--- config.mk ---
export PLATFORM = sky130hd
export DESIGN_NAME = cpu_result
export DESIGN_NICKNAME = d
export VERILOG_FILES = /design/src/source/cpu_pipe_pkg.sv /design/src/source/cpu_result.sv
export VERILOG_INCLUDE_DIRS = /design/src /design/src/include
export SDC_FILE = /design/constraint.sdc
export NUM_CORES = 2
export LEC_CHECK = 0
export BUFFER_PORTS_ARGS = -buffer_cell sky130_fd_sc_hd__buf_2
export CAP_MARGIN = 20
export CORE_UTILIZATION = 35
export DETAILED_ROUTE_END_ITERATION = 7
export GPL_TIMING_DRIVEN = 0
export SKIP_LAST_GASP = 1
export SYNTH_ARGS = -nofsm -noshare
export SYNTH_HDL_FRONTEND = slang
export SYNTH_SLANG_ARGS = --single-unit
export TNS_END_PERCENT = 30
--- constraint.sdc ---
create_clock -name clk -period 4.9 [get_ports clk]
set_input_delay 0.735 -clock clk [delete_from_list [all_inputs] [get_ports clk]]
set_output_delay 0.735 -clock clk [all_outputs]
set_load 0.01 [all_outputs]
--- src/include/cpu_settings.svh ---
`ifndef CPU_SETTINGS_SVH
`define CPU_SETTINGS_SVH

// Datapath and instruction word width
`define CPU_DATA_WIDTH 16

// Architectural registers
`define CPU_REG_COUNT 16

// Instruction memory size in 16-bit words
`define CPU_IMEM_DEPTH 256

// Data memory size in 16-bit words
`define CPU_DMEM_DEPTH 256

`endif

--- src/source/cpu_pipe_pkg.sv ---
package cpu_pipe_pkg;

	// Operand source in execute
	typedef enum logic [1:0] {
		FWD_NONE,
		FWD_RESULT,
		FWD_WRITEBACK
	} fwd_sel_t;

	// Which value the result stage hands to writeback
	typedef enum logic [1:0] {
		RES_ALU,
		RES_HALF,
		RES_PCS,
		RES_LOAD
	} res_src_t;

	// Halt progress
	typedef enum logic [1:0] {
		RUN,
		HALTING,
		HALTED
	} run_state_t;

endpackage

--- src/source/cpu_result.sv ---
`timescale 1ns/1ps
`include "cpu_settings.svh"

module cpu_result (
	input  logic clk,
	input  logic reset,
	input  logic [`CPU_DATA_WIDTH-1:0] ex_value,
	input  logic [`CPU_DATA_WIDTH-1:0] ex_store_data,
	input  logic [`CPU_DATA_WIDTH-1:0] ex_addr,
	input  logic [$clog2(`CPU_REG_COUNT)-1:0] ex_wreg,
	input  logic ex_wen,
	input  logic ex_store,
	input  logic ex_halt,
	input  logic ex_valid,
	input  cpu_pipe_pkg::res_src_t ex_src,
	output logic [`CPU_DATA_WIDTH-1:0] mem_fwd_data,
	output logic [$clog2(`CPU_REG_COUNT)-1:0] mem_dest,
	output logic mem_wen,
	output logic retire_valid,
	output logic [$clog2(`CPU_REG_COUNT)-1:0] retire_reg,
	output logic [`CPU_DATA_WIDTH-1:0] retire_data,
	output logic hlt
);

	import cpu_pipe_pkg::*;

	localparam int W = `CPU_DATA_WIDTH;
	localparam int DA = $clog2(`CPU_DMEM_DEPTH);

	logic [W-1:0] dmem [`CPU_DMEM_DEPTH];
	logic load;
	logic store;
	run_state_t state;

	assign load = ex_valid && ex_src == RES_LOAD;
	assign store = ex_valid && ex_store;

	// Data memory, async read and write on the edge
	always_ff @(posedge clk) begin
		if (store)
			dmem[ex_addr[DA:1]] <= ex_store_data;
	end

	// Same value goes to forwarding and writeback
	assign mem_fwd_data = load ? dmem[ex_addr[DA:1]] : ex_value;
	assign mem_dest = ex_wreg;
	assign mem_wen = ex_valid && ex_wen;

	// Result/writeback register
	always_ff @(posedge clk) begin
		if (reset)
			retire_valid <= 1'b0;
		else
			retire_valid <= mem_wen;
	end

	always_ff @(posedge clk) begin
		retire_reg <= mem_dest;
		retire_data <= mem_fwd_data;
	end

	// Halted once the HLT leaves this stage, sticky until reset
	always_ff @(posedge clk) begin
		if (reset)
			state <= RUN;
		else if (ex_valid && ex_halt)
			state <= HALTED;
	end

	assign hlt = (state == HALTED);

	a_one_strobe: assert property (@(posedge clk) disable iff (reset) !(load && store));

	// Nothing commits after the halt
	a_quiet_after_halt: assert property (@(posedge clk) disable iff (reset)
		hlt |-> !retire_valid);

endmodule
# Word level (Yosys, flattened, before mapping)
# Memory sizes are Yosys's and may differ from the RTL's.
# Cells that the tools add are included.
# word_totals
in_bits	60
word_cells	13
register_bits	22
ramBits	4096
output_inout_bits	43
mem_count	1
# classes
mux	3
n_eq_ne	1
n_reduce_logical	4
# mem_list
memory	words	word_bits	read_ports	rd_ports_with_merged_regs	wr	line_no	rtl
dmem	256	16	1	0	1	cpu_result.sv:30	logic [W-1:0] dmem [`CPU_DMEM_DEPTH];
# op_table
op	n
16-bit 2-to-1 mux	1
1-bit logical AND	4
2-bit equality test, second input constant	1
1-bit 2-to-1 mux	2

# Longest topological paths before layout
# logic_depth
ltp_word	3
ltp_mapped	12

# Worst setup path before layout
# Ideal clock, no wire load.
# synth_timing
path_kind	input to register
start	input ex_addr[1]
end	memory dmem[169][0] (netlist name), enable pin
path_slack_ns	1.418
t_arrival_ns	3.094
cell_stages	10
required_ns	4.512
path_cell_list	buf_6 buf_6 buf_6 buf_4 buf_4 buf_4 nor2b_1 nand2_1 buf_2 nor2_1
# synth_lines
item	line_no	rtl
from (decl)	cpu_result.sv:9	input logic [`CPU_DATA_WIDTH-1:0] ex_addr,
to (decl)	cpu_result.sv:30	
# Straight into the memory's write port.

# Worst setup path after layout
# layout_timing
start	input ex_addr[3]
end	output mem_fwd_data[9]
# layout_via
elab_chain_len	2
# layout_rtl
item	line_no	rtl
memory 256 x 16 bit	-	
16-bit 2-to-1 mux	cpu_result.sv:45	assign mem_fwd_data = load ? dmem[ex_addr[DA:1]] : ex_value;
to (decl)	cpu_result.sv:16	output logic [`CPU_DATA_WIDTH-1:0] mem_fwd_data,
# No other way between the ends.

==> impl_metrics.toml <==
[floorplanning]
die_h_um = 674
core-area_sq_mm = 0.449
die_area_sq_mm = 0.454
ios = 103
die_width_um = 674
initial_utilization_pct = 35.2
rows = 246

[cells_and_area]
largest_register_ff_count = 4096
area_delta_synth_final_pct = 19.7
utilization_pct = 42.1
final_net_count = 8248
n_fill_cell = 38200
drive_gt1_share_pct = 32.3
regArea_sq_mm = 0.123
multi_input_area_sq_mm = 0.0339

[critical_path]
cp.arrival_ns = 4.45
critPathMaxFanout = 10
r2r-start = "dmem[255][0]"
slowest_stage = "a211oi_1"
ff2ff_setup_slack_ns = 1.70
path_common_cell = "buf_2"
path_buf_inv = 6
cp-start-kind = "input port"
critPathKind = "in2out"
cp_cell_sequence = "buf_2 -> buf_4 -> buf_6 -> nand2_1 -> clkbuf_4 -> clkbuf_2 -> o22ai_1 -> a211oi_1 -> o221ai_1 -> o22ai_2 -> buf_2"
startpoint = "ex_addr[3]"
critical_path.max_stage_delay_ns = 0.60
required_ns = 4.16
cpLargestDelayFamily = "buffers and inverters"
crit_path_end_kind = "primary output"

[hold_path]
holdCritStartpoint = "ex_store_data[5]"
hold_path.class = "in2reg"

[yosys]
netlist_area_sq_mm = 0.158
synth_seq_cells = 4118
synth_fp_nets = 7346
async_flop_share_pct = 0
synth_warnings = 0
synth-edff-count = 4096
avgSynthCellArea_sq_um = 21.7
ys_seq_area_share_pct = 78.1
synth_cell_types = 63
syn_inst = 7286
synth_top_flop_cell = "edfxtp_1"

[global_route]
grt_pass1_vias = 82300
grt_pass1_wl_mm = 687
track_usage_pct = 21.9
gr-total-overflow = 0
antenna_found_initial = 27
grt_max_degree = 167

[clocking]
clockBufferDepth = 4
cts_root_buf = "clkbuf_16"
clk_latency_ns = 1.03
htreeDepth = 5
cts.sinks = 4118
clk_pin_slew_worst_paths_ns = 0.07
cts_tree = "done"
numCtsBuffers = 409

[job]
maxCapViolations = 0

[sta]
relSlewSlack_pct = 27.3
timing.final.crit_share_pct = 106
rsz0062_at_grt = "yes"
finalHoldViolations = 0
fin_crit_ns = 5.18
setup_viol_count_final = 16
tightestPinTransition_ns = 1.09
worst_slack_ns = -0.283
maxSlewViolCount = 0
finalClockSkew_ns = 0.0603
fmax_ghz = 0.193

[drt]
routed-via-count = 83800
routed_wl_mm = 508
drtAntennaViolNets = 0
routedWlPerCell_um = 35.0
drcViolationCount = 0
drt_iter0_markers = 12100
routed_via_density = 5.77
first_pass_iters = 7

[power_and_ir_drop]
leakage_nw = 59.6
ir_drop_mv = 0.341
power_density_mw_per_mm2 = 396

[place]
gp_congestion = 0.996
dp_slack_ns = -2.08
place_hpwl_mm = 345
buffer_ports.inserted = 91

[status]
outcome = "finished, violations left"
violations = "negative setup slack"
cell type report:
class                   instances  share of cell area [%]
multi-input cells            2723                    17.9
clock buffers                 500                    5.67
clock inverters               258                    1.47
flip-flops and latches       4118                    65.3
plain buffers                 422                    2.10
well taps                    5952                    3.94
inverters                      15                  0.0298
diodes                         24                  0.0317
repair buffers                499                    3.60
worst reg2reg max path, cell delays in order (launching register included):
cell	delay [ns]
edfxtp_1	0.36
mux2i_1	0.15
o22ai_1	0.16
nor4_4	0.46
o22a_1	0.28
nand4_1	0.46
nor4_4	0.80
o22ai_4	0.22
buf_4	0.19
cell usage in the layout (no fill, tap or decap), types with 27 or more instances in the layout:
master,count
a211oi_1,42
a21oi_1,47
a22oi_1,79
buf_12,42
buf_16,99
buf_2,150
buf_4,196
buf_6,77
buf_8,237
bufinv_16,47
clkbuf_1,141
clkbuf_16,416
clkbuf_2,41
clkinv_1,92
clkinv_2,72
edfxtp_1,4096
mux2_2,87
mux2i_1,462
mux4_2,800
nand2_1,56
nor2_1,59
nor2_2,248
nor2b_1,52
o21ai_0,75
o221ai_1,32
o22a_1,27
o22ai_1,238
path summary, 6_finish.rpt:
check                                       end  cells past startpoint
worst min-delay path               dmem[161][5]                      1
worst max register to register   retire_data[0]                      8
worst max-delay path            mem_fwd_data[9]                     11
worst min register to register         state[1]                      2
metrics by stage:
step                hold WS, ns  power [mW]  area, sq um  std cells  TNS (ns)
floorplan                 0.502        41.3       158000       7286         0
global placement          0.474        43.4       166000      13300  -5256.28
detailed placement        0.461        43.5       172000      13600   -551.29
CTS                      0.0111        75.0       188000      14400    -0.202
global route             0.0474        76.5       189000      14500    -0.272
finish                   0.0474        75.0       189000      14500     -2.18
cell usage after synthesis, drive strengths merged (18+ instances only):
| library cell | count | area, sq um |
|---|---|---|
| a211oi | 61 | 463 |
| a21oi | 58 | 290 |
| a221o | 26 | 260 |
| a221oi | 32 | 280 |
| a22o | 26 | 228 |
| a22oi | 88 | 661 |
| a31oi | 33 | 206 |
| buf | 311 | 2150 |
| clkbuf | 119 | 449 |
| dfxtp | 22 | 440 |
| edfxtp | 4096 | 123000 |
| mux2 | 87 | 980 |
| mux2i | 474 | 4740 |
| mux4 | 800 | 18000 |
| nand2 | 60 | 228 |
| nand3 | 20 | 105 |
| nand4 | 18 | 119 |
| nor2 | 321 | 1200 |
| nor2b | 53 | 334 |
| nor3 | 22 | 110 |
| nor4 | 45 | 282 |
| o21ai | 90 | 450 |
| o221ai | 33 | 289 |
| o22a | 29 | 254 |
| o22ai | 257 | 1610 |
where the power goes:
group | switching, mW | leakage, nW | internal (mW)
Clock | 13.7 | 6.57 | 18.1
Combinational | 2.93 | 16.0 | 1.45
Sequential | 0.0138 | 37.0 | 38.8
cells by family after synthesis:
kind of cell / after synthesis / share of synthesized area (%)
buffers and inverters: 445 / 1.68
and+or+nand+nor: 589 / 1.77
muxes: 1361 / 15.0
AOI/OAI and AO/OA: 773 / 3.38
DFF: 4118 / 78.1
repair_timing:
action                                  4_1_cts  5_1_grt
endpoints found under the setup margin       20       15
buffers inserted                             61       45
hold endpoints to repair                      6        0
resized for setup                           541      108
pin swaps                                    37       11
hold buffers                                  6        0
per-layer routing:
layer  vias to the layer above  GRT usage (%)  share of wire [%]  wire length [um]
met5                         -              0              0.022               112
met3                      1192           6.56                 12             59100
met4                        10           11.3                6.2             31300
met1                     44500           27.8                 36            185000
met2                      5359           34.1                 46            233000
li1                      32700              -                  -                 -
Power figures use the tool's default switching activity.
