===== src/include/cpu_settings.svh =====
`ifndef CPU_SETTINGS_SVH
`define CPU_SETTINGS_SVH

// Datapath and instruction word width
`define CPU_DATA_WIDTH 16

// Architectural registers
`define CPU_REG_COUNT 16

// Instruction memory size in 16-bit words
`define CPU_IMEM_DEPTH 256

// Data memory size in 16-bit words
`define CPU_DMEM_DEPTH 256

`endif


===== src/source/cpu_fetch.sv =====
`timescale 1ns/1ps
`include "cpu_settings.svh"

module cpu_fetch (
	input  logic clk,
	input  logic reset,
	input  logic imem_we,
	input  logic [$clog2(`CPU_IMEM_DEPTH)-1:0] imem_addr,
	input  logic [`CPU_DATA_WIDTH-1:0] imem_wdata,
	input  logic stall,
	input  logic halt_req,
	input  logic branch_taken,
	input  logic [`CPU_DATA_WIDTH-1:0] branch_target,
	output logic [`CPU_DATA_WIDTH-1:0] pc_out,
	output logic [`CPU_DATA_WIDTH-1:0] fd_instr,
	output logic [`CPU_DATA_WIDTH-1:0] fd_pc_next,
	output logic fd_valid
);

	localparam int W = `CPU_DATA_WIDTH;
	localparam int IA = $clog2(`CPU_IMEM_DEPTH);

	logic [W-1:0] imem [`CPU_IMEM_DEPTH];
	logic [W-1:0] pc;
	logic [W-1:0] pc_plus2;
	logic hold;

	assign pc_plus2 = pc + W'(2);
	assign hold = stall | halt_req;
	assign pc_out = pc;

	// Program load, only while reset is held
	always_ff @(posedge clk) begin
		if (imem_we)
			imem[imem_addr] <= imem_wdata;
	end

	// ------------------------------------------------------------------
	// PC and fetch/decode valid
	// ------------------------------------------------------------------
	// Branch redirect wins over a hold
	always_ff @(posedge clk) begin
		if (reset) begin
			pc <= '0;
			fd_valid <= 1'b0;
		end else if (branch_taken) begin
			pc <= branch_target;
			fd_valid <= 1'b0;
		end else if (!hold) begin
			pc <= pc_plus2;
			fd_valid <= 1'b1;
		end
	end

	// Word addressed, byte PC
	always_ff @(posedge clk) begin
		if (!hold) begin
			fd_instr <= imem[pc[IA:1]];
			fd_pc_next <= pc_plus2;
		end
	end

	// Load port belongs to the reset window
	a_load_in_reset: assert property (@(posedge clk) imem_we |-> reset);

endmodule


===== config.mk =====
export PLATFORM = sky130hd
export DESIGN_NAME = cpu_fetch
export DESIGN_NICKNAME = d
export VERILOG_FILES = /design/src/source/cpu_fetch.sv
export VERILOG_INCLUDE_DIRS = /design/src /design/src/include
export SDC_FILE = /design/constraint.sdc
export NUM_CORES = 2
export LEC_CHECK = 0
export BUFFER_PORTS_ARGS = -buffer_cell sky130_fd_sc_hd__clkbuf_2
export CORE_MARGIN = 4
export CORE_UTILIZATION = 30
export CTS_CLUSTER_DIAMETER = 80
export CTS_CLUSTER_SIZE = 14
export DETAILED_ROUTE_END_ITERATION = 8
export SLEW_MARGIN = 20
export SYNTH_ARGS = -nofsm -noshare
export SYNTH_HDL_FRONTEND = slang
export SYNTH_SLANG_ARGS = --single-unit

===== constraint.sdc =====
create_clock -name clk -period 2.6 [get_ports clk]
set_clock_uncertainty 0.05 [all_clocks]
set_input_delay 0.13 -clock clk [delete_from_list [all_inputs] [get_ports clk]]
set_output_delay 0.13 -clock clk [all_outputs]
set_load 0.005 [all_outputs]

Word-level counts from Yosys, hierarchy flattened
Memories as Yosys holds them, arrays and structs flattened. A register that Yosys moved wholly into a read port is not among the register bits.
Index checks and enable logic that the tools add are counted.
{ "totals": {"register_bits": 33, "ram_bits": 4096, "in_bits": 46, "out_inout_bits": 49, "elab_cells": 13, "mem_count": 1} }
{ "op_classes": {"add_sub_neg": 1, "eq_ne": 1, "mux": 4, "n_bitwise": 1, "reduce_logical": 2} }
{ "memory_table": {"columns": ["memory", "words", "word_bits", "read_ports", "rd_ports_with_merged_regs", "wr", "line_no", "source"], "rows": [
  ["imem", 256, 16, 1, 1, 1, "cpu_fetch.sv:23", "logic [W-1:0] imem [`CPU_IMEM_DEPTH];"]
]} }
{ "ops": {"columns": ["operator", "n"], "rows": [
  ["16-bit 2-to-1 mux", 2],
  ["16-bit by 2-bit adder with 16-bit output, second input constant", 1],
  ["1-bit 2-to-1 mux", 2],
  ["2-bit != test, second input constant", 1],
  ["2-bit OR reduction", 1],
  ["1-bit zero test", 1],
  ["1-bit OR", 1]
]} }

Depth between registers and ports, before layout
{ "depth": {"ltp_word": 3, "depth_mapped": 12} }

Worst setup path after synthesis
OpenSTA, ideal clock, no wires.
{ "synth_path": {"path_type": "reg2reg", "startpoint": "reg pc[2], in the netlist pc_out[2]", "endpoint": "reg fd_instr[4], read port of imem, data pin", "setup_time_ns": 0.268, "t_arrival_ns": 2.352, "required_ns": 2.282, "slack_ns": -0.070, "path_stages_with_launch": 11, "n_path_buf": 5, "period_less_slack_ns": 2.670, "cell_sequence": "dfxtp_1 > buf_4 > buf_4 > buf_2 > buf_2 > buf_1 > mux4_2 > a221oi_1 > o22ai_1 > o21ai_0 > nand4_1"} }
{ "synth_lines": {"columns": ["element", "line_no", "source"], "rows": [
  ["from (decl)", "cpu_fetch.sv:24", "logic [W-1:0] pc;"],
  ["from (signal assigned)", "cpu_fetch.sv:47", "pc <= branch_target;"],
  ["from (signal assigned)", "cpu_fetch.sv:50", "pc <= pc_plus2;"],
  ["to (decl)", "cpu_fetch.sv:15", "output logic [`CPU_DATA_WIDTH-1:0] fd_instr,"]
]} }

==> out/results.tsv <==
stage	metric	value	unit
critical_path	crit_required	3170	ps
cells_and_area	final_nets	8489	
yosys	yosysUniqueCellTypes	51	
yosys	synth_largest_area_cell	edfxtp_1	
clock_tree	htreeDepth	5	
sta	min_period_over_period	1.36	
die	pin_count	95	
worst_hold_path	whs_path_depth	7	
cells_and_area	multi_input_area	34400	µm²
worst_hold_path	hold_class	primary input to register	
die	rows	267	
power_and_ir_drop	vdd_drop_max	0.499	mV
status	violations	setup timing	
yosys	synth_ff_type	edfxtp_1	
yosys	async_flop_share	0	
power_and_ir_drop	total_power	0.130	W
sta	worst_pin_slew	1280	ps
yosys	synthTopCellsByArea	edfxtp_1 (78%), mux4_2 (13%), mux2i_1 (2.3%)	
drt	routed_wl	448000	µm
power_and_ir_drop	powerDensity	684	nW/µm²
placed_design	routabilityCongestion	0.843	
grt	overflow	0	
sta	fin_crit	3540	ps
critical_path	cp_slowest_cell	o211ai_1	
cells_and_area	area_growth_syn_to_layout	19.3	%
clock_tree	cts.sinks	4145	
drt	drc	0	
sta	hold_viol	0	
yosys	ys_seq_elements	4145	
critical_path	slowest_delay	1050	ps
die	die_w	738	µm
sta	rsz0062_at_grt	yes	
clock_tree	cts_buffer_depth	4	
yosys	synth_warnings	0	
cells_and_area	finish.instance_area	191000	µm²
yosys	synth.avg_cell_area	21.9	µm²
critical_path	crit_fanout	11	
grt	track_usage	0.160	
yosys	synth_cells	7302	
grt	grt_pass1_wl	628000	µm
clock_tree	cts_tree	built	
run	maxCapViolCount	0	
cells_and_area	drive_gt1_frac	0.323	
placed_design	hpwl	283000	µm
yosys	synth_nets	7349	
critical_path	crit_family	compound AO/OA/AOI/OAI gates	
cells_and_area	final_common_cell	edfxtp_1	
die	core_region_area	530000	µm²
cells_and_area	register_area	124000	µm²
drt	routedWlPerCell	28.8	µm
placed_design	post_dp_cell_area	178000	µm²
drt	num_vias	81200	
critical_path	critPathBufInv	4	
die	die_h	738	µm
yosys	synth-edff-count	4128	
drt	first_iter_violations	10600	
sta	setup-tns-final	-12350	ps
sta	setup_ws	-937	ps
yosys	synthesis.area	160000	µm²
grt	grt_pass1_vias	81300	
clock_tree	cts_buffers	339	
sta	slew_headroom	0.145	
status	status	complete, but fails checks	
critical_path	critPathLaunchType	register	
power_and_ir_drop	p_leak	58.7	nW
critical_path	critPathKind	register to register	
critical_path	crit_cells	9	
yosys	synth_seq_area_share	0.777	
clock_tree	ctsRootBufferMaster	clkbuf_16	
yosys	synth_top_cell_area_share	0.775	
placed_design	pre_cts_ws	-1610	ps
drt	ant_nets	0	
clock_tree	path_clk_slew	70	ps
grt	grt_max_degree	99	
critical_path	crit_path_end_kind	register	
drt	vias_per_cell	5.23	
critical_path	reg2regPathDepth	9	
critical_path	path_cells	buf_12 -> buf_16 -> buf_12 -> buf_16 -> mux4_2 -> nand3_2 -> o2111ai_2 -> o211ai_1 -> nand4_1	
sta	finalMaxSlewViolations	0	
sta	finalSetupViolCount	21	
die	die-area	545000	µm²
die	start_util	0.302	
cells_and_area	final_cell_mix	edfxtp_1 (4128), mux4_2 (930), buf_4 (747), mux2i_1 (357), clkbuf_16 (347)	
drt	drtPass1Iterations	8	
critical_path	arrival	4110	ps
grt	grt_antenna_before_repair	43	
cells_and_area	nFillCells	47900	
clock_tree	clkLatencyLatePin	970	ps
sta	fmax	283	MHz
placed_design	io_buffers	94	
cells_and_area	utilization	0.360	
[through the flow]
step           instances  hold WS, ps
3_5_place_dp       14900          323
6_report           15500         83.4
5_1_grt            15500         99.9
2_1_floorplan       7302          179
4_1_cts            15500         5.63
3_3_place_gp       14900          318
[layout make-up]
cell class | instances | share of cell area
Tap cell | 6994 | 0.0459
Inverter | 11 | 0.000243
Antenna cell | 15 | 0.000197
Multi-Input combinational cell | 2693 | 0.180
Sequential cell | 4145 | 0.652
Clock inverter | 32 | 0.00281
Timing Repair Buffer | 1252 | 0.0730
Clock buffer | 377 | 0.0455
[cell families after synthesis]
group,count (synthesis),share of synthesized area
fa+ha+maj,1,0.0000782
xor+xnor,27,0.00148
buf+inv,464,0.0146
flops,4145,0.777
simple gates,692,0.0193
compound gates,641,0.0306
mux,1332,0.156
[registers in the layout, summed over array words and instances, names as in the netlist]
signal,cells
pc_out,16
fd_instr,16
imem,4096
fd_pc_next,16
fd_valid,1
[tightest hold or removal path, stage by stage]
cell,delay [ps]
clkbuf_2,160
o21ai_0,130
buf_4,210
a21oi_1,160
a21oi_1,50
nor2_1,90
buf_4,100
[metal layers]
layer  routed length, µm  share of wire  GRT usage
met2              209000           0.47      0.252
met1              180000           0.40      0.221
met5                  80        0.00018          0
met4               14400          0.032     0.0472
met3               44600           0.10     0.0374
[where the power goes]
group	internal (W)	leakage [nW]	switching, W	total (W)
clock	0.0237	4.48	0.0229	0.0466
combinational	0.00428	17.0	0.00578	0.0101
sequential	0.0736	37.3	0.000174	0.0738
[worst paths after layout]
| kind | startpoint | end | slack [ps] |
|---|---|---|---|
| setup / recovery | pc_out[1]$_SDFFE_PP0N_ | fd_instr[6]$_DFFE_PP_ | -940 |
| hold / removal | halt_req | pc_out[2]$_SDFFE_PP0N_ | 80 |
| setup reg to reg | pc_out[1]$_SDFFE_PP0N_ | fd_instr[6]$_DFFE_PP_ | -940 |
| hold reg to reg | pc_out[0]$_SDFFE_PP0P_ | fd_pc_next[0]$_DFFE_PP_ | 410 |
[what timing repair did]
action | 4_1_cts | 5_1_grt
endpoints found under the hold margin | 4012 | 0
hold buffers | 58 | 0
gates cloned | 14 | 6
buffers inserted | 57 | 37
resized for setup | 164 | 110
pin swaps | 21 | 34
setup endpoints to repair | 35 | 30
[Yosys cell counts, types with 5 or more instances]
| library cell | number |
|---|---|
| and3_1 | 30 |
| clkbuf_1 | 207 |
| buf_1 | 44 |
| nor3_1 | 17 |
| o211ai_1 | 29 |
| a221oi_1 | 65 |
| mux2i_1 | 371 |
| a311oi_1 | 29 |
| mux2_2 | 31 |
| a22o_1 | 68 |
| o22ai_1 | 42 |
| and2_1 | 15 |
| o21ai_0 | 27 |
| a22oi_1 | 197 |
| dfxtp_1 | 17 |
| nand2b_1 | 6 |
| a21o_1 | 28 |
| mux4_2 | 930 |
| o2111ai_1 | 29 |
| inv_1 | 7 |
| nand3_1 | 90 |
| nor2b_1 | 39 |
| nand4_1 | 29 |
| o221ai_1 | 43 |
| xor2_1 | 10 |
| a21oi_1 | 23 |
| buf_6 | 36 |
| nor2_1 | 294 |
| edfxtp_1 | 4128 |
| buf_4 | 48 |
| nand2_1 | 157 |
| a31oi_1 | 44 |
| buf_2 | 118 |
| nor4_1 | 5 |
| xnor2_1 | 17 |
Note: power is estimated with default switching activity, not from simulation.
