`config.mk`:
```
export PLATFORM = sky130hd
export DESIGN_NAME = cpu_decode
export DESIGN_NICKNAME = d
export VERILOG_FILES = /design/src/source/cpu_isa_pkg.sv /design/src/source/cpu_pipe_pkg.sv /design/src/source/cpu_decode.sv
export VERILOG_INCLUDE_DIRS = /design/src /design/src/include
export SDC_FILE = /design/constraint.sdc
export NUM_CORES = 1
export LEC_CHECK = 0
export ABC_AREA = 1
export BUFFER_PORTS_ARGS = -buffer_cell sky130_fd_sc_hd__buf_2
export CORE_MARGIN = 5
export CORE_UTILIZATION = 30
export DETAILED_ROUTE_END_ITERATION = 10
export GPL_TIMING_DRIVEN = 1
export PLACE_DENSITY_LB_ADDON = 0.1
export SETUP_SLACK_MARGIN = 0.2
export SLEW_MARGIN = 20
export SYNTH_ARGS = -nofsm -noshare
export SYNTH_HDL_FRONTEND = slang
export SYNTH_SLANG_ARGS = --single-unit
```
`constraint.sdc`:
```
create_clock -name clk -period 3.3 [get_ports clk]
set_clock_uncertainty 0.1 [all_clocks]
set_input_delay 0.66 -clock clk [delete_from_list [all_inputs] [get_ports clk]]
set_output_delay 0.66 -clock clk [all_outputs]
set_load 0.01 [all_outputs]
```
`src/include/cpu_settings.svh`:
```
`ifndef CPU_SETTINGS_SVH
`define CPU_SETTINGS_SVH

// Datapath and instruction word width
`define CPU_DATA_WIDTH 16

// Architectural registers
`define CPU_REG_COUNT 16

// Instruction memory size in 16-bit words
`define CPU_IMEM_DEPTH 256

// Data memory size in 16-bit words
`define CPU_DMEM_DEPTH 256

`endif

```
`src/source/cpu_isa_pkg.sv`:
```
package cpu_isa_pkg;

	// Major opcode, instruction bits [15:12]
	typedef enum logic [3:0] {
		OP_ADD = 4'h0,
		OP_SUB = 4'h1,
		OP_XOR = 4'h2,
		OP_AND = 4'h3,
		OP_SLL = 4'h4,
		OP_SRA = 4'h5,
		OP_ROR = 4'h6,
		OP_OR  = 4'h7,
		OP_LW  = 4'h8,
		OP_SW  = 4'h9,
		OP_LHB = 4'hA,
		OP_LLB = 4'hB,
		OP_B   = 4'hC,
		OP_BR  = 4'hD,
		OP_PCS = 4'hE,
		OP_HLT = 4'hF
	} opcode_t;

	// Branch condition, instruction bits [11:9]
	typedef enum logic [2:0] {
		COND_NE     = 3'd0,
		COND_EQ     = 3'd1,
		COND_GT     = 3'd2,
		COND_LT     = 3'd3,
		COND_GE     = 3'd4,
		COND_LE     = 3'd5,
		COND_OV     = 3'd6,
		COND_UNCOND = 3'd7
	} cond_t;

	// Bit positions in the 3-bit flag register
	localparam int FLAG_N = 0;
	localparam int FLAG_V = 1;
	localparam int FLAG_Z = 2;

endpackage

```
`src/source/cpu_pipe_pkg.sv`:
```
package cpu_pipe_pkg;

	// Operand source in execute
	typedef enum logic [1:0] {
		FWD_NONE,
		FWD_RESULT,
		FWD_WRITEBACK
	} fwd_sel_t;

	// Which value the result stage hands to writeback
	typedef enum logic [1:0] {
		RES_ALU,
		RES_HALF,
		RES_PCS,
		RES_LOAD
	} res_src_t;

	// Halt progress
	typedef enum logic [1:0] {
		RUN,
		HALTING,
		HALTED
	} run_state_t;

endpackage

```
`src/source/cpu_decode.sv`:
```
`timescale 1ns/1ps
`include "cpu_settings.svh"

module cpu_decode (
	input  logic clk,
	input  logic reset,
	input  logic [`CPU_DATA_WIDTH-1:0] fd_instr,
	input  logic [`CPU_DATA_WIDTH-1:0] fd_pc_next,
	input  logic fd_valid,
	input  logic branch_taken,
	input  logic ex_load,
	input  logic [$clog2(`CPU_REG_COUNT)-1:0] ex_dest,
	input  logic retire_valid,
	input  logic [$clog2(`CPU_REG_COUNT)-1:0] retire_reg,
	input  logic [`CPU_DATA_WIDTH-1:0] retire_data,
	output logic stall,
	output logic halt_req,
	output cpu_isa_pkg::opcode_t de_op,
	output logic [`CPU_DATA_WIDTH-1:0] de_a,
	output logic [`CPU_DATA_WIDTH-1:0] de_b,
	output logic de_store,
	output logic [$clog2(`CPU_REG_COUNT)-1:0] de_rs,
	output logic [$clog2(`CPU_REG_COUNT)-1:0] de_rt,
	output logic [$clog2(`CPU_REG_COUNT)-1:0] de_dest,
	output logic [`CPU_DATA_WIDTH-1:0] de_imm,
	output logic [`CPU_DATA_WIDTH-1:0] de_pc_next,
	output logic de_wen,
	output logic de_valid
);

	import cpu_isa_pkg::*;
	import cpu_pipe_pkg::*;

	localparam int W = `CPU_DATA_WIDTH;
	localparam int RB = $clog2(`CPU_REG_COUNT);

	logic [W-1:0] regs [`CPU_REG_COUNT];
	opcode_t op;
	logic [RB-1:0] rs_sel;
	logic [RB-1:0] rt_sel;
	logic use_a;
	logic use_b;
	logic wen;
	logic issue;
	logic [W-1:0] imm;
	logic [W-1:0] rd_a;
	logic [W-1:0] rd_b;
	run_state_t state;

	assign op = opcode_t'(fd_instr[15:12]);

	// ------------------------------------------------------------------
	// Control decode
	// ------------------------------------------------------------------
	// Default is a plain register-register op with shift amount in imm
	always_comb begin
		rs_sel = fd_instr[7:4];
		rt_sel = fd_instr[3:0];
		use_a = 1'b1;
		use_b = 1'b0;
		wen = 1'b1;
		imm = {12'h000, fd_instr[3:0]};
		case (op)
			OP_ADD, OP_SUB, OP_XOR, OP_AND, OP_OR: use_b = 1'b1;
			OP_LW: imm = {{11{fd_instr[3]}}, fd_instr[3:0], 1'b0};
			OP_SW: begin
				// Store data comes from the rd field
				rt_sel = fd_instr[11:8];
				use_b = 1'b1;
				wen = 1'b0;
				imm = {{11{fd_instr[3]}}, fd_instr[3:0], 1'b0};
			end
			OP_LHB, OP_LLB: begin
				// Half loads keep the other byte of rd
				rs_sel = fd_instr[11:8];
				imm = {8'h00, fd_instr[7:0]};
			end
			OP_B: begin
				use_a = 1'b0;
				wen = 1'b0;
				imm = {{6{fd_instr[8]}}, fd_instr[8:0], 1'b0};
			end
			OP_BR: wen = 1'b0;
			OP_PCS: use_a = 1'b0;
			OP_HLT: begin
				use_a = 1'b0;
				wen = 1'b0;
			end
			default: use_b = 1'b0;
		endcase
	end

	// Write-first bypass from writeback
	assign rd_a = (retire_valid && retire_reg == rs_sel) ? retire_data : regs[rs_sel];
	assign rd_b = (retire_valid && retire_reg == rt_sel) ? retire_data : regs[rt_sel];

	// Load in execute feeding this instruction
	assign stall = fd_valid && ex_load
		&& ((use_a && ex_dest == rs_sel) || (use_b && ex_dest == rt_sel));

	// Freeze fetch from the HLT on, unless a branch flushes it
	assign halt_req = (fd_valid && op == OP_HLT && !branch_taken) || state == HALTING;
	assign issue = fd_valid && !stall && !branch_taken && state == RUN;

	// Register file
	always_ff @(posedge clk) begin
		if (reset) begin
			for (int i = 0; i < `CPU_REG_COUNT; i++)
				regs[i] <= '0;
		end else if (retire_valid) begin
			regs[retire_reg] <= retire_data;
		end
	end

	// Nothing issues after the HLT
	always_ff @(posedge clk) begin
		if (reset)
			state <= RUN;
		else if (issue && op == OP_HLT)
			state <= HALTING;
	end

	// ------------------------------------------------------------------
	// Decode/execute register
	// ------------------------------------------------------------------
	always_ff @(posedge clk) begin
		if (reset) begin
			de_valid <= 1'b0;
			de_wen <= 1'b0;
			de_store <= 1'b0;
		end else begin
			// Stall, flush and halt all leave a bubble
			de_valid <= issue;
			de_wen <= issue && wen;
			de_store <= issue && op == OP_SW;
		end
	end

	always_ff @(posedge clk) begin
		de_op <= op;
		de_a <= rd_a;
		de_b <= rd_b;
		de_rs <= rs_sel;
		de_rt <= rt_sel;
		// Raw [11:8]; branches take their condition from here
		de_dest <= fd_instr[11:8];
		de_imm <= imm;
		de_pc_next <= fd_pc_next;
	end

endmodule

```
## Yosys cells after proc, flatten, opt, wreduce, memory -nomap -nowiden

Memories as Yosys holds them, arrays and structs flattened.
Cells that the tools add are included.

| word-level totals | value |
|---|---|
| flip-flop bits (word level) | 84 |
| memory bits (writable) | 256 |
| input bits | 62 |
| output and inout port bits | 85 |
| logic and storage cells | 71 |
| memories kept | 1 |

| cells by class | value |
|---|---|
| equal/unequal tests | 16 |
| mux-type cells | 16 |
| reduce and logical (&&, ||, !) cells | 26 |

Memories:

| memory | words | width | read ports | clocked after memory_dff | wr ports | RTL line | text |
|---|---|---|---|---|---|---|---|
| regs | 16 | 16 | 2 | 0 | 16 | cpu_decode.sv:37 | `` logic [W-1:0] regs [`CPU_REG_COUNT]; `` |

Operators by type and width:

| operator | number |
|---|---|
| $mux W16 | 3 |
| $pmux W16 S3 | 1 |
| $eq A4 B4 Y1 const B | 8 |
| $eq A4 B4 Y1 | 4 |
| $reduce_or A16 Y1 | 1 |
| $logic_and A1 B1 Y1 | 14 |
| $mux W4 | 3 |
| $mux W1 | 9 |
| $eq A4 B2 Y1 const B | 2 |
| $reduce_or A6 Y1 | 1 |
| $eq A4 B1 Y1 const B | 1 |
| $eq A4 B3 Y1 const B | 1 |
| $logic_not A4 Y1 | 1 |
| $reduce_or A2 Y1 | 2 |
| $reduce_or A4 Y1 | 1 |
| $reduce_or A3 Y1 | 1 |
| $logic_not A1 Y1 | 2 |
| $logic_not A2 Y1 | 1 |
| $logic_or A1 B1 Y1 | 2 |

## Depth between registers and ports, before layout

| depth | value |
|---|---|
| depth after elaboration | 12 |
| depth in mapped cells | 15 |

## Worst setup path before layout

No wires, ideal clock.

| path | value |
|---|---|
| path type | in2out |
| start | input port fd_instr[15] |
| end | output port stall |
| arrival time | 1.835 ns |
| path slack | 0.705 ns |
| stages on the path | 14 |
| path buffers | 2 |
| path through | inv_2 -> nor2_4 -> nand2_2 -> buf_4 -> nand2_2 -> nand2_2 -> buf_2 -> nand2_1 -> nand2_1 -> nor2_1 -> nand3_1 -> nand2_1 -> nand2_1 -> inv_1 |

| between the ends | value |
|---|---|
| word-level cells in the longest chain between the ends | 7 |
| elaborated cells between the ends (all ways) | 24 |

RTL lines:

| element | RTL line | text |
|---|---|---|
| start: declaration | cpu_decode.sv:7 | `` input logic [`CPU_DATA_WIDTH-1:0] fd_instr, `` |
| $eq A4 B4 Y1 | cpu_decode.sv:63 | `case (op)` |
| $reduce_or A2 Y1 | cpu_decode.sv:63 |  |
| $mux W4 | cpu_decode.sv:63 |  |
| $eq A4 B4 Y1 | cpu_decode.sv:99 | `&& ((use_a && ex_dest == rs_sel) \|\| (use_b && ex_dest == rt_sel));` |
| $logic_and A1 B1 Y1 | cpu_decode.sv:99 |  |
| $logic_or A1 B1 Y1 (*) | cpu_decode.sv:99 |  |
| $logic_and A1 B1 Y1 (*) | cpu_decode.sv:99 |  |
| end: declaration | cpu_decode.sv:16 | `output logic stall,` |

Mark *: on every way between the ends. The rest lies on a longest branch, timed or not.

## Final worst setup path

Ends and elaborated chain as after synthesis.

==> qor.yml <==
cts_setup_buffers: 0
start_kind: "primary input"
peakVddDrop_v: 0.000482
period_needed_ns: 2.89
htree_levels: 2
drive_gt1_share_pct: 13.3
p_total_mw: 11.5
portBuffers: 146
async_reset_ff_share_pct: 0
place_inst: 3156
fin_cells: 3238
clock_latency_ns: 0.59
viasPerCell: 5.16
crit_type: "in2out"
diodes: 0
status: "complete, no violations"
p_leak_nw: 9.87
syn-num-nets: 2379
cts_resized: 0
r2r_end: "de_b[12]$_DFF_P_"
hold_path.class: "in2reg"
area_growth_pct: 18.1
min_path_cells: 1
min-delay-start: "fd_pc_next[11]"
relSlewSlack_pct: 39.2
power_density_nw_per_um2: 547
die-height_um: 254
r2r_slack_ns: 1.83
dp_slack_ns: 0.247
core_area_um2: 59000
yosys_warnings: 0
period_share_pct: 87.6
worstPathMaxFanout: 12
grt-ovfl-total: 0
cts_tree: "yes"
hold_ws_ns: 0.0662
max_freq_mhz: 346
grt_pass1_vias: 16200
synth_cell_types: 33
vias: 16700
clock_sinks: 334
cts.clk_slew.worst_paths_ns: 0.05
start_util_pct: 30.3
r2r_cells: 8
required_ns: 2.54
slew_viol_final: 0
setup_slack_ns: 0.409
setup_viol_count_final: 0
dieArea_um2: 64500
worst_pin_slew_ns: 0.912
rsz0062_at_grt: "false"
grt_pass1_wl_um: 108000
critPathCaptureType: "primary output"
routed_wl_um: 74000
grt_usage_pct: 22.4
die_w_um: 254
ios: 147
hold_violations: 0
rows: 89
wl_per_cell_um: 22.9
ys.flop_type: "edfxtp_1"
drt_iter0_drc: 1658
timing.rr.start: "regs[6][12]$_SDFFCE_PN0P_"
hpwl_um: 45400
ant_nets: 0
cts_max_path_buffers: 3
ys_seq_area_share_pct: 51.8
synth_edf_count: 256
firstDrtPassIters: 8
place.gp.congestion: 0.834
cts_root_buf: "clkbuf_16"
maxCapViolCount: 0
cp.arrival_ns: 2.13
grt_max_degree: 73
grt_antenna_before_repair: 0
synth_area_um2: 17900
final_nets: 2491
cts_hold_buf: 0
ys_ff_latch: 334
synthCells: 2317
fin_tns_setup_ns: 0
syn_avg_cell_area_um2: 7.71
drc: 0
hold_end: "de_pc_next[11]$_DFF_P_"
cts-buffers-inserted: 44
[cell usage in the layout (no fill, tap or decap), drive strengths merged]
master,netlist,layout
nor2,276,276
xor2,4,4
nor4,1,1
o21ai,14,14
nor3,4,4
dfxtp,78,78
a21oi,5,5
nand4,32,32
clkinvlp,0,2
o221ai,3,3
inv,309,311
clkinv,3,16
buf,80,227
nand3,606,606
edfxtp,256,256
bufinv,0,2
clkbuf,81,63
nand2,565,565
[flip-flops by register name, indices dropped and copies added, names as in the netlist]
signal / cells
de_rs: 4
de_wen: 1
state: 1
de_rt: 4
regs: 256
de_imm: 10
de_store: 1
de_pc_next: 16
de_valid: 1
de_dest: 4
de_b: 16
de_a: 16
de_op: 4
[cell usage after synthesis, types with 2 or more instances]
cell	count	area (um^2)
xor2_1	2	17.5
nand3_1	604	3020
nand2_4	2	22.5
o21ai_2	2	17.5
nand2_2	6	37.5
inv_2	2	7.51
nand2_1	557	2090
buf_4	11	82.6
dfxtp_1	78	1560
nor2_2	2	12.5
a21oi_4	3	48.8
o21ai_0	7	35.0
inv_1	307	1150
edfxtp_1	256	7690
nor3_1	4	20.0
clkbuf_1	81	304
o21ai_1	4	20.0
buf_1	12	45.0
nor2_1	272	1020
nor2_4	2	22.5
buf_6	2	22.5
nand4_1	32	200
clkinv_1	2	7.51
buf_2	55	275
xor2_2	2	32.5
o221ai_1	3	26.3
[how the worst max path moves through the flow]
stage,startpoint,slack [ns],to
floorplan,fd_instr[15],0.71,stall
global placement,fd_instr[15],0.31,stall
detailed placement,fd_instr[15],0.25,de_a[6]$_DFF_P_
CTS,fd_instr[15],0.31,stall
global route,fd_instr[15],0.21,stall
finish,fd_instr[15],0.41,stall
[logic make-up after synthesis]
family	share of synthesized area (%)
compound gates	0.995
xor+xnor	0.280
buf+inv	10.6
flops	51.8
simple gates	36.3
[through the flow]
stage	util (%)	instance area, um^2
6_report	35.8	21100
5_1_grt	35.8	21100
3_5_place_dp	33.4	19700
4_1_cts	35.7	21100
2_1_floorplan	-	17900
3_3_place_gp	33.4	19700
[critical path, stage by stage]
cell and delay [ns]:
buf_2 0.12, inv_2 0.06, nor2_4 0.21, nand2_4 0.17
nand2_2 0.16, nand2_4 0.14, nand2_1 0.09, nand2_1 0.04
nor2_1 0.08, nand3_1 0.08, nand2_1 0.07, nand2_1 0.07
inv_1 0.05, buf_2 0.12
[per-layer routing]
layer	vias up	track usage (%)	share of wire [%]
met2	742	37.6	48
li1	7728	-	-
met3	157	3.05	6.9
met5	-	0	0
met4	0	8.39	3.7
met1	8077	29.4	41
[where the power goes]
part	total, mW	switching (mW)	leakage, nW	internal (mW)
clock network	4.72	1.95	0.693	2.77
logic	1.93	1.38	6.08	0.550
registers	4.90	0.0906	3.10	4.81
total	11.5	3.42	9.87	8.13
[area by class of cell]
type	count	area [um^2]
multi-input cells	1510	6780
clock buffers	63	1230
fillers	6187	37900
clock inverters	19	178
well taps	773	967
flip-flops and latches	334	9250
inverters	312	1170
repair buffers	227	1530
(Power assumes the default switching activity.)
