<file path="config.mk">
export PLATFORM = sky130hd
export DESIGN_NAME = cpu_execute
export DESIGN_NICKNAME = d
export VERILOG_FILES = /design/src/source/cpu_isa_pkg.sv /design/src/source/cpu_pipe_pkg.sv /design/src/source/cpu_execute.sv
export VERILOG_INCLUDE_DIRS = /design/src /design/src/include
export SDC_FILE = /design/constraint.sdc
export NUM_CORES = 1
export LEC_CHECK = 0
export ABC_CLOCK_PERIOD_IN_PS = 8940
export BUFFER_PORTS_ARGS = -buffer_cell sky130_fd_sc_hd__buf_2
export CAP_MARGIN = 40
export CORE_ASPECT_RATIO = 0.6
export CORE_MARGIN = 2
export CORE_UTILIZATION = 56
export DETAILED_ROUTE_END_ITERATION = 10
export PLACE_DENSITY = 0.83
export SETUP_SLACK_MARGIN = 0.2
export SKIP_CTS_REPAIR_TIMING = 1
export SLEW_MARGIN = 20
export SYNTH_ARGS = -nofsm -noshare
export SYNTH_HDL_FRONTEND = slang
export SYNTH_SLANG_ARGS = --single-unit
</file>
<file path="constraint.sdc">
create_clock -name clk -period 8.94 [get_ports clk]
set_input_delay 1.788 -clock clk [delete_from_list [all_inputs] [get_ports clk]]
set_output_delay 1.788 -clock clk [all_outputs]
set_load 0.02 [all_outputs]
</file>
<file path="src/include/cpu_settings.svh">
`ifndef CPU_SETTINGS_SVH
`define CPU_SETTINGS_SVH

// Datapath and instruction word width
`define CPU_DATA_WIDTH 16

// Architectural registers
`define CPU_REG_COUNT 16

// Instruction memory size in 16-bit words
`define CPU_IMEM_DEPTH 256

// Data memory size in 16-bit words
`define CPU_DMEM_DEPTH 256

`endif

</file>
<file path="src/source/cpu_isa_pkg.sv">
package cpu_isa_pkg;

	// Major opcode, instruction bits [15:12]
	typedef enum logic [3:0] {
		OP_ADD = 4'h0,
		OP_SUB = 4'h1,
		OP_XOR = 4'h2,
		OP_AND = 4'h3,
		OP_SLL = 4'h4,
		OP_SRA = 4'h5,
		OP_ROR = 4'h6,
		OP_OR  = 4'h7,
		OP_LW  = 4'h8,
		OP_SW  = 4'h9,
		OP_LHB = 4'hA,
		OP_LLB = 4'hB,
		OP_B   = 4'hC,
		OP_BR  = 4'hD,
		OP_PCS = 4'hE,
		OP_HLT = 4'hF
	} opcode_t;

	// Branch condition, instruction bits [11:9]
	typedef enum logic [2:0] {
		COND_NE     = 3'd0,
		COND_EQ     = 3'd1,
		COND_GT     = 3'd2,
		COND_LT     = 3'd3,
		COND_GE     = 3'd4,
		COND_LE     = 3'd5,
		COND_OV     = 3'd6,
		COND_UNCOND = 3'd7
	} cond_t;

	// Bit positions in the 3-bit flag register
	localparam int FLAG_N = 0;
	localparam int FLAG_V = 1;
	localparam int FLAG_Z = 2;

endpackage

</file>
<file path="src/source/cpu_pipe_pkg.sv">
package cpu_pipe_pkg;

	// Operand source in execute
	typedef enum logic [1:0] {
		FWD_NONE,
		FWD_RESULT,
		FWD_WRITEBACK
	} fwd_sel_t;

	// Which value the result stage hands to writeback
	typedef enum logic [1:0] {
		RES_ALU,
		RES_HALF,
		RES_PCS,
		RES_LOAD
	} res_src_t;

	// Halt progress
	typedef enum logic [1:0] {
		RUN,
		HALTING,
		HALTED
	} run_state_t;

endpackage

</file>
<file path="src/source/cpu_execute.sv">
`timescale 1ns/1ps
`include "cpu_settings.svh"

module cpu_execute (
	input  logic clk,
	input  logic reset,
	input  cpu_isa_pkg::opcode_t de_op,
	input  logic [`CPU_DATA_WIDTH-1:0] de_a,
	input  logic [`CPU_DATA_WIDTH-1:0] de_b,
	input  logic de_store,
	input  logic [$clog2(`CPU_REG_COUNT)-1:0] de_rs,
	input  logic [$clog2(`CPU_REG_COUNT)-1:0] de_rt,
	input  logic [$clog2(`CPU_REG_COUNT)-1:0] de_dest,
	input  logic [`CPU_DATA_WIDTH-1:0] de_imm,
	input  logic [`CPU_DATA_WIDTH-1:0] de_pc_next,
	input  logic de_wen,
	input  logic de_valid,
	input  logic [`CPU_DATA_WIDTH-1:0] mem_fwd_data,
	input  logic [$clog2(`CPU_REG_COUNT)-1:0] mem_dest,
	input  logic mem_wen,
	input  logic retire_valid,
	input  logic [$clog2(`CPU_REG_COUNT)-1:0] retire_reg,
	input  logic [`CPU_DATA_WIDTH-1:0] retire_data,
	output logic branch_taken,
	output logic [`CPU_DATA_WIDTH-1:0] branch_target,
	output logic ex_load,
	output logic [$clog2(`CPU_REG_COUNT)-1:0] ex_dest,
	output logic [`CPU_DATA_WIDTH-1:0] ex_value,
	output logic [`CPU_DATA_WIDTH-1:0] ex_store_data,
	output logic [`CPU_DATA_WIDTH-1:0] ex_addr,
	output logic [$clog2(`CPU_REG_COUNT)-1:0] ex_wreg,
	output logic ex_wen,
	output logic ex_store,
	output logic ex_halt,
	output logic ex_valid,
	output cpu_pipe_pkg::res_src_t ex_src
);

	import cpu_isa_pkg::*;
	import cpu_pipe_pkg::*;

	localparam int W = `CPU_DATA_WIDTH;
	localparam int RB = $clog2(`CPU_REG_COUNT);

	fwd_sel_t fwd_a;
	fwd_sel_t fwd_b;
	logic [W-1:0] op_a;
	logic [W-1:0] op_b;
	logic [W-1:0] alu_out;
	logic [W-1:0] half;
	logic [W-1:0] value;
	logic [2:0] flags;
	logic ovf;
	logic is_branch;
	res_src_t src;

	// Result stage is younger and wins
	function automatic fwd_sel_t pick_fwd(input logic [RB-1:0] num);
		if (mem_wen && mem_dest == num)
			return FWD_RESULT;
		if (retire_valid && retire_reg == num)
			return FWD_WRITEBACK;
		return FWD_NONE;
	endfunction

	function automatic logic cond_met(input cond_t cc, input logic [2:0] f);
		case (cc)
			COND_NE: return !f[FLAG_Z];
			COND_EQ: return f[FLAG_Z];
			COND_GT: return !f[FLAG_Z] && !f[FLAG_N];
			COND_LT: return f[FLAG_N];
			COND_GE: return f[FLAG_Z] || !f[FLAG_N];
			COND_LE: return f[FLAG_Z] || f[FLAG_N];
			COND_OV: return f[FLAG_V];
			default: return 1'b1;
		endcase
	endfunction

	// ------------------------------------------------------------------
	// Operand forwarding
	// ------------------------------------------------------------------
	assign fwd_a = pick_fwd(de_rs);
	assign fwd_b = pick_fwd(de_rt);
	assign op_a = (fwd_a == FWD_RESULT) ? mem_fwd_data :
		(fwd_a == FWD_WRITEBACK) ? retire_data : de_a;
	assign op_b = (fwd_b == FWD_RESULT) ? mem_fwd_data :
		(fwd_b == FWD_WRITEBACK) ? retire_data : de_b;

	// ALU with the shift amount in imm[3:0]
	always_comb begin
		logic [2*W-1:0] rot;
		rot = {op_a, op_a} >> de_imm[3:0];
		ovf = 1'b0;
		case (de_op)
			OP_ADD: begin
				alu_out = op_a + op_b;
				ovf = (op_a[W-1] == op_b[W-1]) && (alu_out[W-1] != op_a[W-1]);
			end
			OP_SUB: begin
				alu_out = op_a - op_b;
				ovf = (op_a[W-1] != op_b[W-1]) && (alu_out[W-1] != op_a[W-1]);
			end
			OP_XOR: alu_out = op_a ^ op_b;
			OP_AND: alu_out = op_a & op_b;
			OP_OR: alu_out = op_a | op_b;
			OP_SLL: alu_out = op_a << de_imm[3:0];
			OP_SRA: alu_out = $signed(op_a) >>> de_imm[3:0];
			OP_ROR: alu_out = rot[W-1:0];
			default: alu_out = op_a;
		endcase
	end

	// LHB replaces the high byte, LLB the low byte
	assign half = (de_op == OP_LHB) ? {de_imm[7:0], op_a[7:0]} : {op_a[15:8], de_imm[7:0]};

	always_comb begin
		case (de_op)
			OP_LW: src = RES_LOAD;
			OP_LHB, OP_LLB: src = RES_HALF;
			OP_PCS: src = RES_PCS;
			default: src = RES_ALU;
		endcase
	end

	assign value = (src == RES_HALF) ? half : (src == RES_PCS) ? de_pc_next : alu_out;

	// Arithmetic sets all three flags while logic and shifts set only Z
	always_ff @(posedge clk) begin
		if (reset) begin
			flags <= '0;
		end else if (de_valid) begin
			case (de_op)
				OP_ADD, OP_SUB: begin
					flags[FLAG_Z] <= (alu_out == '0);
					flags[FLAG_V] <= ovf;
					flags[FLAG_N] <= alu_out[W-1];
				end
				OP_XOR, OP_AND, OP_OR, OP_SLL, OP_SRA, OP_ROR:
					flags[FLAG_Z] <= (alu_out == '0);
				default: flags <= flags;
			endcase
		end
	end

	// ------------------------------------------------------------------
	// Branch decision
	// ------------------------------------------------------------------
	// Condition code rides in de_dest[3:1]
	assign is_branch = de_valid && (de_op == OP_B || de_op == OP_BR);
	assign branch_taken = is_branch && cond_met(cond_t'(de_dest[3:1]), flags);
	assign branch_target = (de_op == OP_BR) ? op_a : de_pc_next + de_imm;

	// Load-use check in decode
	assign ex_load = de_valid && de_op == OP_LW;
	assign ex_dest = de_dest;

	// Execute/result register
	always_ff @(posedge clk) begin
		if (reset) begin
			ex_valid <= 1'b0;
			ex_wen <= 1'b0;
			ex_store <= 1'b0;
			ex_halt <= 1'b0;
		end else begin
			ex_valid <= de_valid;
			ex_wen <= de_wen;
			ex_store <= de_store;
			ex_halt <= de_valid && de_op == OP_HLT;
		end
	end

	always_ff @(posedge clk) begin
		ex_value <= value;
		ex_store_data <= op_b;
		ex_addr <= op_a + de_imm;
		ex_wreg <= de_dest;
		ex_src <= src;
	end

	// Load-use bubble keeps a load in the result stage away from operand A
	a_fwd_no_load: assert property (@(posedge clk) disable iff (reset)
		de_valid && fwd_a == FWD_RESULT && !(de_op inside {OP_B, OP_PCS, OP_HLT})
		|-> ex_src != RES_LOAD);

	// Shadow is empty one cycle after a redirect
	a_branch_flush: assert property (@(posedge clk) disable iff (reset)
		branch_taken |=> !de_valid);

endmodule

</file>
# == Word level (Yosys, flattened, before mapping) ==
# Cells that the tools add are included.
# op_classes
addsub,4
n_mul,0
div_mod_pow,0
n_lt_le_gt_ge,0
n_eq_ne,34
n_shift,3
n_mux,26
bitwise_logic,3
reduce_logical,24
# ops
op,count
two-way mux 16 bit,8
case mux 16 bit (8 select lines),1
adder 16 bit,3
>> shifter 32 x 4 -> 16 bit,1
equality test 4 bit (second input constant),7
bitwise AND 16 bit,1
equality test 4 x 3 -> 1 bit (second input constant),4
equality test 4 bit,4
logical NOT 16 bit,1
two-way mux 2 bit,8
OR 16 bit,1
<< shifter 16 x 4 -> 16 bit,1
>>> shifter 16 x 4 -> 16 bit,1
subtractor 16 bit,1
bitwise XOR 16 bit,1
logical AND 1 bit,11
equality test 3 bit (second input constant),3
equality test 4 x 2 -> 1 bit (second input constant),2
OR reduction 8 bit,1
case mux 1 bit (7 select lines),1
equality test 2 x 1 -> 1 bit (second input constant),3
equality test 2 bit (second input constant),3
equality test 3 x 2 -> 1 bit (second input constant),2
two-way mux 1 bit,6
12 further kinds,19
# word_totals
register_bits,61
latchBits,0
ramBits,0
mem_bits_ro,0
inputBits,127
out_inout_bits,80
word_cells,105
mem_count,0

# == Depth between registers and ports, before layout ==
# Gate-level depths: netlist of run 1.
# logic_depth
ltp_word,13
depth_mapped,21
mapped_depth_nobuf,19

# == Least setup slack after synthesis of run 1 ==
# No wires, ideal clock.
# synth_timing
path_kind,input port to output port
startpoint,input de_imm[1]
endpoint,output branch_target[14]
t_arrival_ns,5.438
required_time_ns,7.152
setup_slack_ns,1.714
path_stages,17
path_buffers,3
path_cell_list,inv_1 -> buf_1 -> buf_1 -> clkbuf_1 -> fa_1 -> nor2b_1 -> o21ai_0 -> a21boi_0 -> o21ai_0 -> a21boi_0 -> o21ai_0 -> a21boi_0 -> o21ai_0 -> a21boi_0 -> o211ai_1 -> a21oi_1 -> o31ai_1
# synth_between
elab_chain_len,2
# synth_rtl
item,line,source
from (decl),cpu_execute.sv:14,"input logic [`CPU_DATA_WIDTH-1:0] de_imm,"
adder 16 bit,cpu_execute.sv:151,assign branch_target = (de_op == OP_BR) ? op_a : de_pc_next + de_imm;
two-way mux 16 bit,cpu_execute.sv:151,
to (decl),cpu_execute.sv:25,"output logic [`CPU_DATA_WIDTH-1:0] branch_target,"
# No other way between the ends.

# == Worst setup path in the final report of run 1 ==
# layout_timing
startpoint,input de_imm[0]
endpoint,output branch_target[14]
# The elaborated chain is that of the path after synthesis.

==> results_dict.tcl, run 1 <==
set metrics [dict create \
    cp-start-kind "input port" \
    grt_pass1_wl_um 60150 \
    hold_depth 2 \
    ys.flop_type "dfxtp_1" \
    synth_top_area_share_pct 13.79 \
    reg2reg_from "flags[2]" \
    dp_hpwl_um 31270 \
    synth.area.mux_share_pct 10.25 \
    timing.fmax_ghz 0.1413 \
    violations "design-rule violations" \
    min_from "flags[0]" \
    synth_edf_count 0 \
    synth_area_leader_cell "dfxtp_1" \
    layoutNonFillerInstCount 1615 \
    place_congestion 1.079 \
    ys_ff_latch 61 \
    yosysMostFrequentCell "nand2_1" \
    grt_use_total_pct 46.49 \
    ir_drop_v 0.0001108 \
    regToRegEndpoint "flags[2]" \
    cts.sinks 61 \
    cts_tree "built" \
    p_leak_nw 4.604 \
    syn-mean-instance-area_um2 7.204 \
    yosysSeqAreaShare_pct 13.79 \
    critPathKind "in2out" \
    p_total_mw 1.543 \
    synth-simple-area-share_pct 21.06 \
    regToRegSetupSlack_ps 8050 \
    nets 1617 \
    grt_max_degree 50 \
    final.setup.tns_ps 0 \
    period_share_pct 79.14 \
    rows 35 \
    finalCriticalPeriod_ps 7076 \
    min_path_type "reg2reg" \
    drive_above_1_share_pct 22.13 \
    cap_viol_max_count 0 \
    grt_overflow 0 \
    portBuffers 206 \
    hold_end "flags[0]" \
    synthesis.nets 1441 \
    clk_latency_ps 340 \
    clk_path_buf_depth 2 \
    cts-root-buf "clkbuf_16" \
    worst_path_max_delay_cell "fa_1" \
    setup_viol 0 \
    max_stage_delay_ps 400 \
    required_ps 7150 \
    clk_pin_slew_ps 60 \
    initial_core_util_pct 57.44 \
    worst_slew_pin_slew_ps 959.6 \
    path_cells "buf_2 -> ha_1 -> inv_1 -> fa_1 -> nor2b_1 -> o21ai_0 -> a21boi_0 -> o21ai_0 -> a21boi_0 -> o21ai_0 -> a21boi_0 -> o21ai_0 -> a21boi_0 -> o211ai_1 -> and3_1 -> o31ai_1 -> buf_2" \
    fin_skew_ps 0 \
    finalHoldViolations 0 \
    slew_viol_final 0 \
    worst_ep_arrival_time_ps 5290 \
    post_synth_num_cell_types 83 \
    end_kind "primary output" \
    synthCells 1229 \
    cp_max_fo 3 \
    drt-initial-drc-count 1863 \
    dp.cells 1592 \
    viasPerCell 7.038 \
    syn2layout_area_growth_pct 17.54 \
    detail_route.wl_per_cell_um 25.34 \
    die_area_um2 16860 \
    drc 1 \
    synth.top_cells.by_count "nand2_1, nor2_1, a21oi_1, o21ai_0, ha_1" \
    synth_adder_area_share_pct 12.46 \
    yosysWarnings 0 \
    synthArstFlopShare_pct 0 \
    coreArea_um2 15410 \
    first_pass_iters 11 \
    rsz0062_at_grt "false" \
    first_global_vias 10070 \
    dieHeight_um 101.4 \
    synth_compound_area_share_pct 30.24 \
    ios 207 \
    synth-xor-area-share_pct 5.441 \
    power_density_nw_per_um2 148.3 \
    antenna_found_initial 2 \
    synth_top_family_by_area "compound AO/OA/AOI/OAI gates" \
    die_w_um 166.3 \
    wirelength_um 40920 \
    vias 11370 \
    htree_levels 3 \
    synthesis.area_um2 8853 \
    status "complete, but fails checks" \
    cts_buffers 9 \
    slew_headroom_pct 34.37 \
    synth.area.top_cells "dfxtp_1, ha_1, mux2i_1" \
    detail-route-antenna-nets 0 \
    rr_worst_depth 3 \
]
cells by family after synthesis:
logic type / count (synthesis)
AND/OR/NAND/NOR: 412
AO/OA/AOI/OAI: 396
buffers and inverters: 144
adder cells (fa/ha/maj): 86
multiplexers: 75
flip-flops: 61
XOR/XNOR: 55
through the flow:
step	utilization (%)	hold slack [ps]	worst slack [ps]	area (um^2)
after floorplan	-	478.1	1714	8853
after global placement	64.83	501.9	1996	9993
after detailed placement	65.25	548.8	2009	10060
after CTS	67.25	559.5	1998	10370
after global routing	67.48	595.0	1594	10400
final	67.51	566.4	1864	10410
state kept, by name, indices dropped and copies added, names as in the netlist:
| signal | flops |
|---|---|
| ex_addr | 16 |
| ex_halt | 1 |
| ex_src | 2 |
| ex_store | 1 |
| ex_store_data | 16 |
| ex_valid | 1 |
| ex_value | 16 |
| ex_wen | 1 |
| ex_wreg | 4 |
| flags | 3 |
worst max-delay path: cells and delay by family:
family | cells | cell delay (ps)
AO/OA/AOI/OAI | 10 | 2210
buffers and inverters | 3 | 380
adder cells (fa/ha/maj) | 2 | 570
AND/OR/NAND/NOR | 2 | 340
worst max-delay path by stage:
| stage | start | endpoint | slack [ps] | cells after the start |
|---|---|---|---|---|
| floorplan | de_imm[1] | branch_target[14] | 1710 | 17 |
| global placement | de_rt[0] | ex_value[15] | 2000 | 20 |
| detailed placement | de_imm[1] | branch_target[15] | 2010 | 16 |
| CTS | de_imm[1] | branch_target[15] | 2000 | 16 |
| global route | de_imm[1] | branch_target[15] | 1590 | 16 |
| finish | de_imm[0] | branch_target[14] | 1860 | 17 |
power breakdown:
group | internal, mW | total [mW] | switching (mW)
combinational | 0.284 | 0.821 | 0.537
clock | 0.227 | 0.398 | 0.171
sequential | 0.314 | 0.324 | 0.0102
total | 0.826 | 1.54 | 0.718
routing by layer:
metal,part of all wire (%),track usage [%]
met3,19,22.63
met2,37,63.49
met4,3.7,15.52
met5,0.083,1.630
met1,40,63.38
layout make-up:
cell class                 instances  area, um^2
clock inverter                     6       68.82
inverter                          68       260.3
timing repair buffer             241        1311
sequential                        61        1221
antenna                            2       5.005
fill                            1353        5009
tap                              203       254.0
clock buffer                      10       239.0
multi-input combinational       1024        7047
cells in the final DEF, fill, tap and decap left out, types with 6 or more instances in the layout:
cell type	instances
nand2b_1	7
a31oi_1	18
o21bai_1	11
nand3_1	34
xor2_1	14
dfxtp_1	61
ha_1	81
inv_1	52
a221oi_1	9
o22ai_1	15
nand4_1	11
buf_2	213
a21oi_1	89
nor2b_1	11
nor3_1	45
mux2i_1	58
o21ai_1	13
o211ai_1	10
inv_2	12
nor4_1	8
a21o_1	14
o221ai_1	7
nand2_1	137
o31ai_1	7
a311oi_1	8
clkbuf_16	9
a31oi_2	10
nor2_1	121
or3_1	13
o21ai_0	88
xnor2_1	41
buf_4	24
mux4_2	12
a211oi_1	27
a22oi_1	6
No activity file was read; power rests on OpenSTA's default activity.
==> run 2, diff against run 1 <==
--- a/config.mk
+++ b/config.mk
@@ -6,7 +6,7 @@
 export SDC_FILE = /design/constraint.sdc
 export NUM_CORES = 1
 export LEC_CHECK = 0
-export ABC_CLOCK_PERIOD_IN_PS = 8940
+export ABC_CLOCK_PERIOD_IN_PS = 6550
 export BUFFER_PORTS_ARGS = -buffer_cell sky130_fd_sc_hd__buf_2
 export CAP_MARGIN = 40
 export CORE_ASPECT_RATIO = 0.6
==> constraint.sdc (replaced) <==
create_clock -name clk -period 6.55 [get_ports clk]
set_input_delay 1.31 -clock clk [delete_from_list [all_inputs] [get_ports clk]]
set_output_delay 1.31 -clock clk [all_outputs]
set_load 0.02 [all_outputs]
==> run 2 against run 1 <==
  * Clock skew unchanged
  * Critical path type is now in2reg
  * Cell count up 1.5%
  * Clock power up 22%
  * Sequential share of layout area down 0.19 points
  * Critical path depth up 4
  * Flip-flop and latch count unchanged
  * Total power up 34%
  * Global-route usage up 0.50 points
  * Die area unchanged
  * The flow now finishes without violations
  * Worst hold slack worse by 46 ps
  * Design area up 1.6%
  * Register-to-register slack worse by 2400 ps
==> results_dict.tcl, run 2 (synthesis gave the netlist of run 1 again) <==
set metrics [dict create \
    status "completed" \
    first_global_vias 10180 \
    fin_skew_ps 0 \
    cts_tree "built" \
    critPathBufInv 2 \
    drt-initial-drc-count 1847 \
    mostFrequentLayoutCell "buf_2" \
    cap_viol_max_count 0 \
    htree_levels 3 \
    dp_hpwl_um 31950 \
    syn2layout_area_growth_pct 19.47 \
    critPathKind "in2reg" \
    required_ps 6790 \
    finalCriticalPeriod_ps 6111 \
    dieHeight_um 101.4 \
    period_share_pct 93.30 \
    setup_viol 0 \
    antenna_found_initial 0 \
    dp_slack_ps 413.0 \
    slew_viol_final 0 \
    drive_above_1_share_pct 23.52 \
    grt_pass1_wl_um 60490 \
    rows 35 \
    viasPerCell 6.848 \
    worst_path_max_delay_cell "a211oi_1" \
    portBuffers 206 \
    clk_path_buf_depth 2 \
    p_clk_share_pct 23.5 \
    cts_buffers 9 \
    drc 0 \
    timing.fmax_ghz 0.1636 \
    power_density_nw_per_um2 195.4 \
    final.setup.tns_ps 0 \
    worst_slew_pin_slew_ps 983.0 \
    clk_latency_ps 340 \
    power.internal_mw 1.103 \
    cts-root-buf "clkbuf_16" \
    ios 207 \
    p_leak_nw 4.724 \
    finalHoldViolations 0 \
    seq_power_share_pct 21.4 \
    setup_ws_ps 438.6 \
    comb_power_share_pct 55.1 \
    nets 1644 \
    grt_overflow 0 \
    path_cells "buf_2 -> xnor2_1 -> nand2_1 -> nor4_2 -> buf_4 -> mux2i_1 -> o21ai_0 -> ha_1 -> fa_1 -> a21o_1 -> a211oi_1 -> nor2_1 -> o311ai_0 -> a21o_1 -> nand2_1 -> o311ai_1 -> a311oi_1 -> a211oi_1 -> and4b_1 -> and3_1 -> a41o_1" \
    die_area_um2 16860 \
    max_stage_delay_ps 570 \
    cp-start-kind "input port" \
    multi_input_area_um2 7047 \
    reg_top3 "ex_addr (16), ex_store_data (16), ex_value (16)" \
    cts.sinks 61 \
    clk_pin_slew_ps 60 \
    place_congestion 1.167 \
    rsz0062_at_grt "false" \
    ir_drop_v 0.0001432 \
    grt_max_degree 50 \
    diodes 0 \
    die_w_um 166.3 \
    cp_max_fo 11 \
    initial_core_util_pct 57.44 \
    nFillCells 1342 \
    first_pass_iters 10 \
    power.switching_mw 0.9639 \
    vias 11230 \
    coreArea_um2 15410 \
    path_delay_family "compound AO/OA/AOI/OAI gates" \
    detail-route-antenna-nets 0 \
    end_kind "register" \
    final_cell_mix "buf_2, nand2_1, nor2_1" \
    worst_ep_arrival_time_ps 6350 \
    min_path_type "reg2reg" \
    slew_headroom_pct 32.77 \
    grt_use_total_pct 46.99 \
    detail_route.wl_per_cell_um 24.88 \
    regArea_um2 1221 \
    switching_share_pct 46.63 \
    wirelength_um 40800 \
]
## run 2: cell types whose count changed in the layout (fill, tap and decap cells not counted), sizes merged
cell and delta:
clkinv +3, inv -1, buf +27, bufinv -1, clkinvlp -1, diode -2
## run 2: metal layers
| layer | wire length [um] | part of all wire, % | track usage, % |
|---|---|---|---|
| met3 | 7602 | 19 | 23.09 |
| met4 | 1412 | 3.5 | 14.12 |
| met2 | 14920 | 37 | 62.94 |
| met1 | 16860 | 41 | 65.56 |
| met5 | 0 | 0 | 0 |
## run 2: layout make-up
cell class	count	share of cell area, %
Sequential cell	61	11.54
Tap cell	203	2.401
Clock inverter	6	0.4258
Inverter	68	2.460
Clock buffer	10	2.259
Multi-Input combinational cell	1024	66.62
Timing Repair Buffer	268	14.29
## run 2: metrics by stage
step	cell area [um^2]	std cells	utilization [%]	hold WS [ps]	power [mW]
after floorplan	8853	1229	-	478.1	1.151
after global placement	10230	1618	66.39	502.1	1.519
after detailed placement	10260	1621	66.57	506.1	1.530
after CTS	10550	1637	68.42	519.7	2.009
after global routing	10580	1640	68.62	576.9	2.141
final	10580	1640	68.62	520.1	2.067
## run 2: path summary, 6_finish.rpt
path / to / cells after the start / start / slack, ps
max: flags[2] / 21 / de_rt[0] / 440
min: flags[1] / 2 / flags[1] / 520
max reg2reg: flags[2] / 3 / flags[2] / 5660
min reg2reg: flags[1] / 2 / flags[1] / 520
## run 2: power groups by stage
stage          registers [mW]  logic, mW  clock network [mW]
2_1_floorplan           0.526      0.625                   0
3_3_place_gp            0.449       1.07                   0
3_5_place_dp            0.450       1.08                   0
4_1_cts                 0.442       1.09               0.481
5_1_grt                 0.446       1.20               0.495
6_report                0.442       1.14               0.486
## run 2: tightest hold or removal path, delay by kind of cell (launching register included)
family	cells	cell delay (ps)
flops	1	330
compound gates	1	80
simple gates	1	70
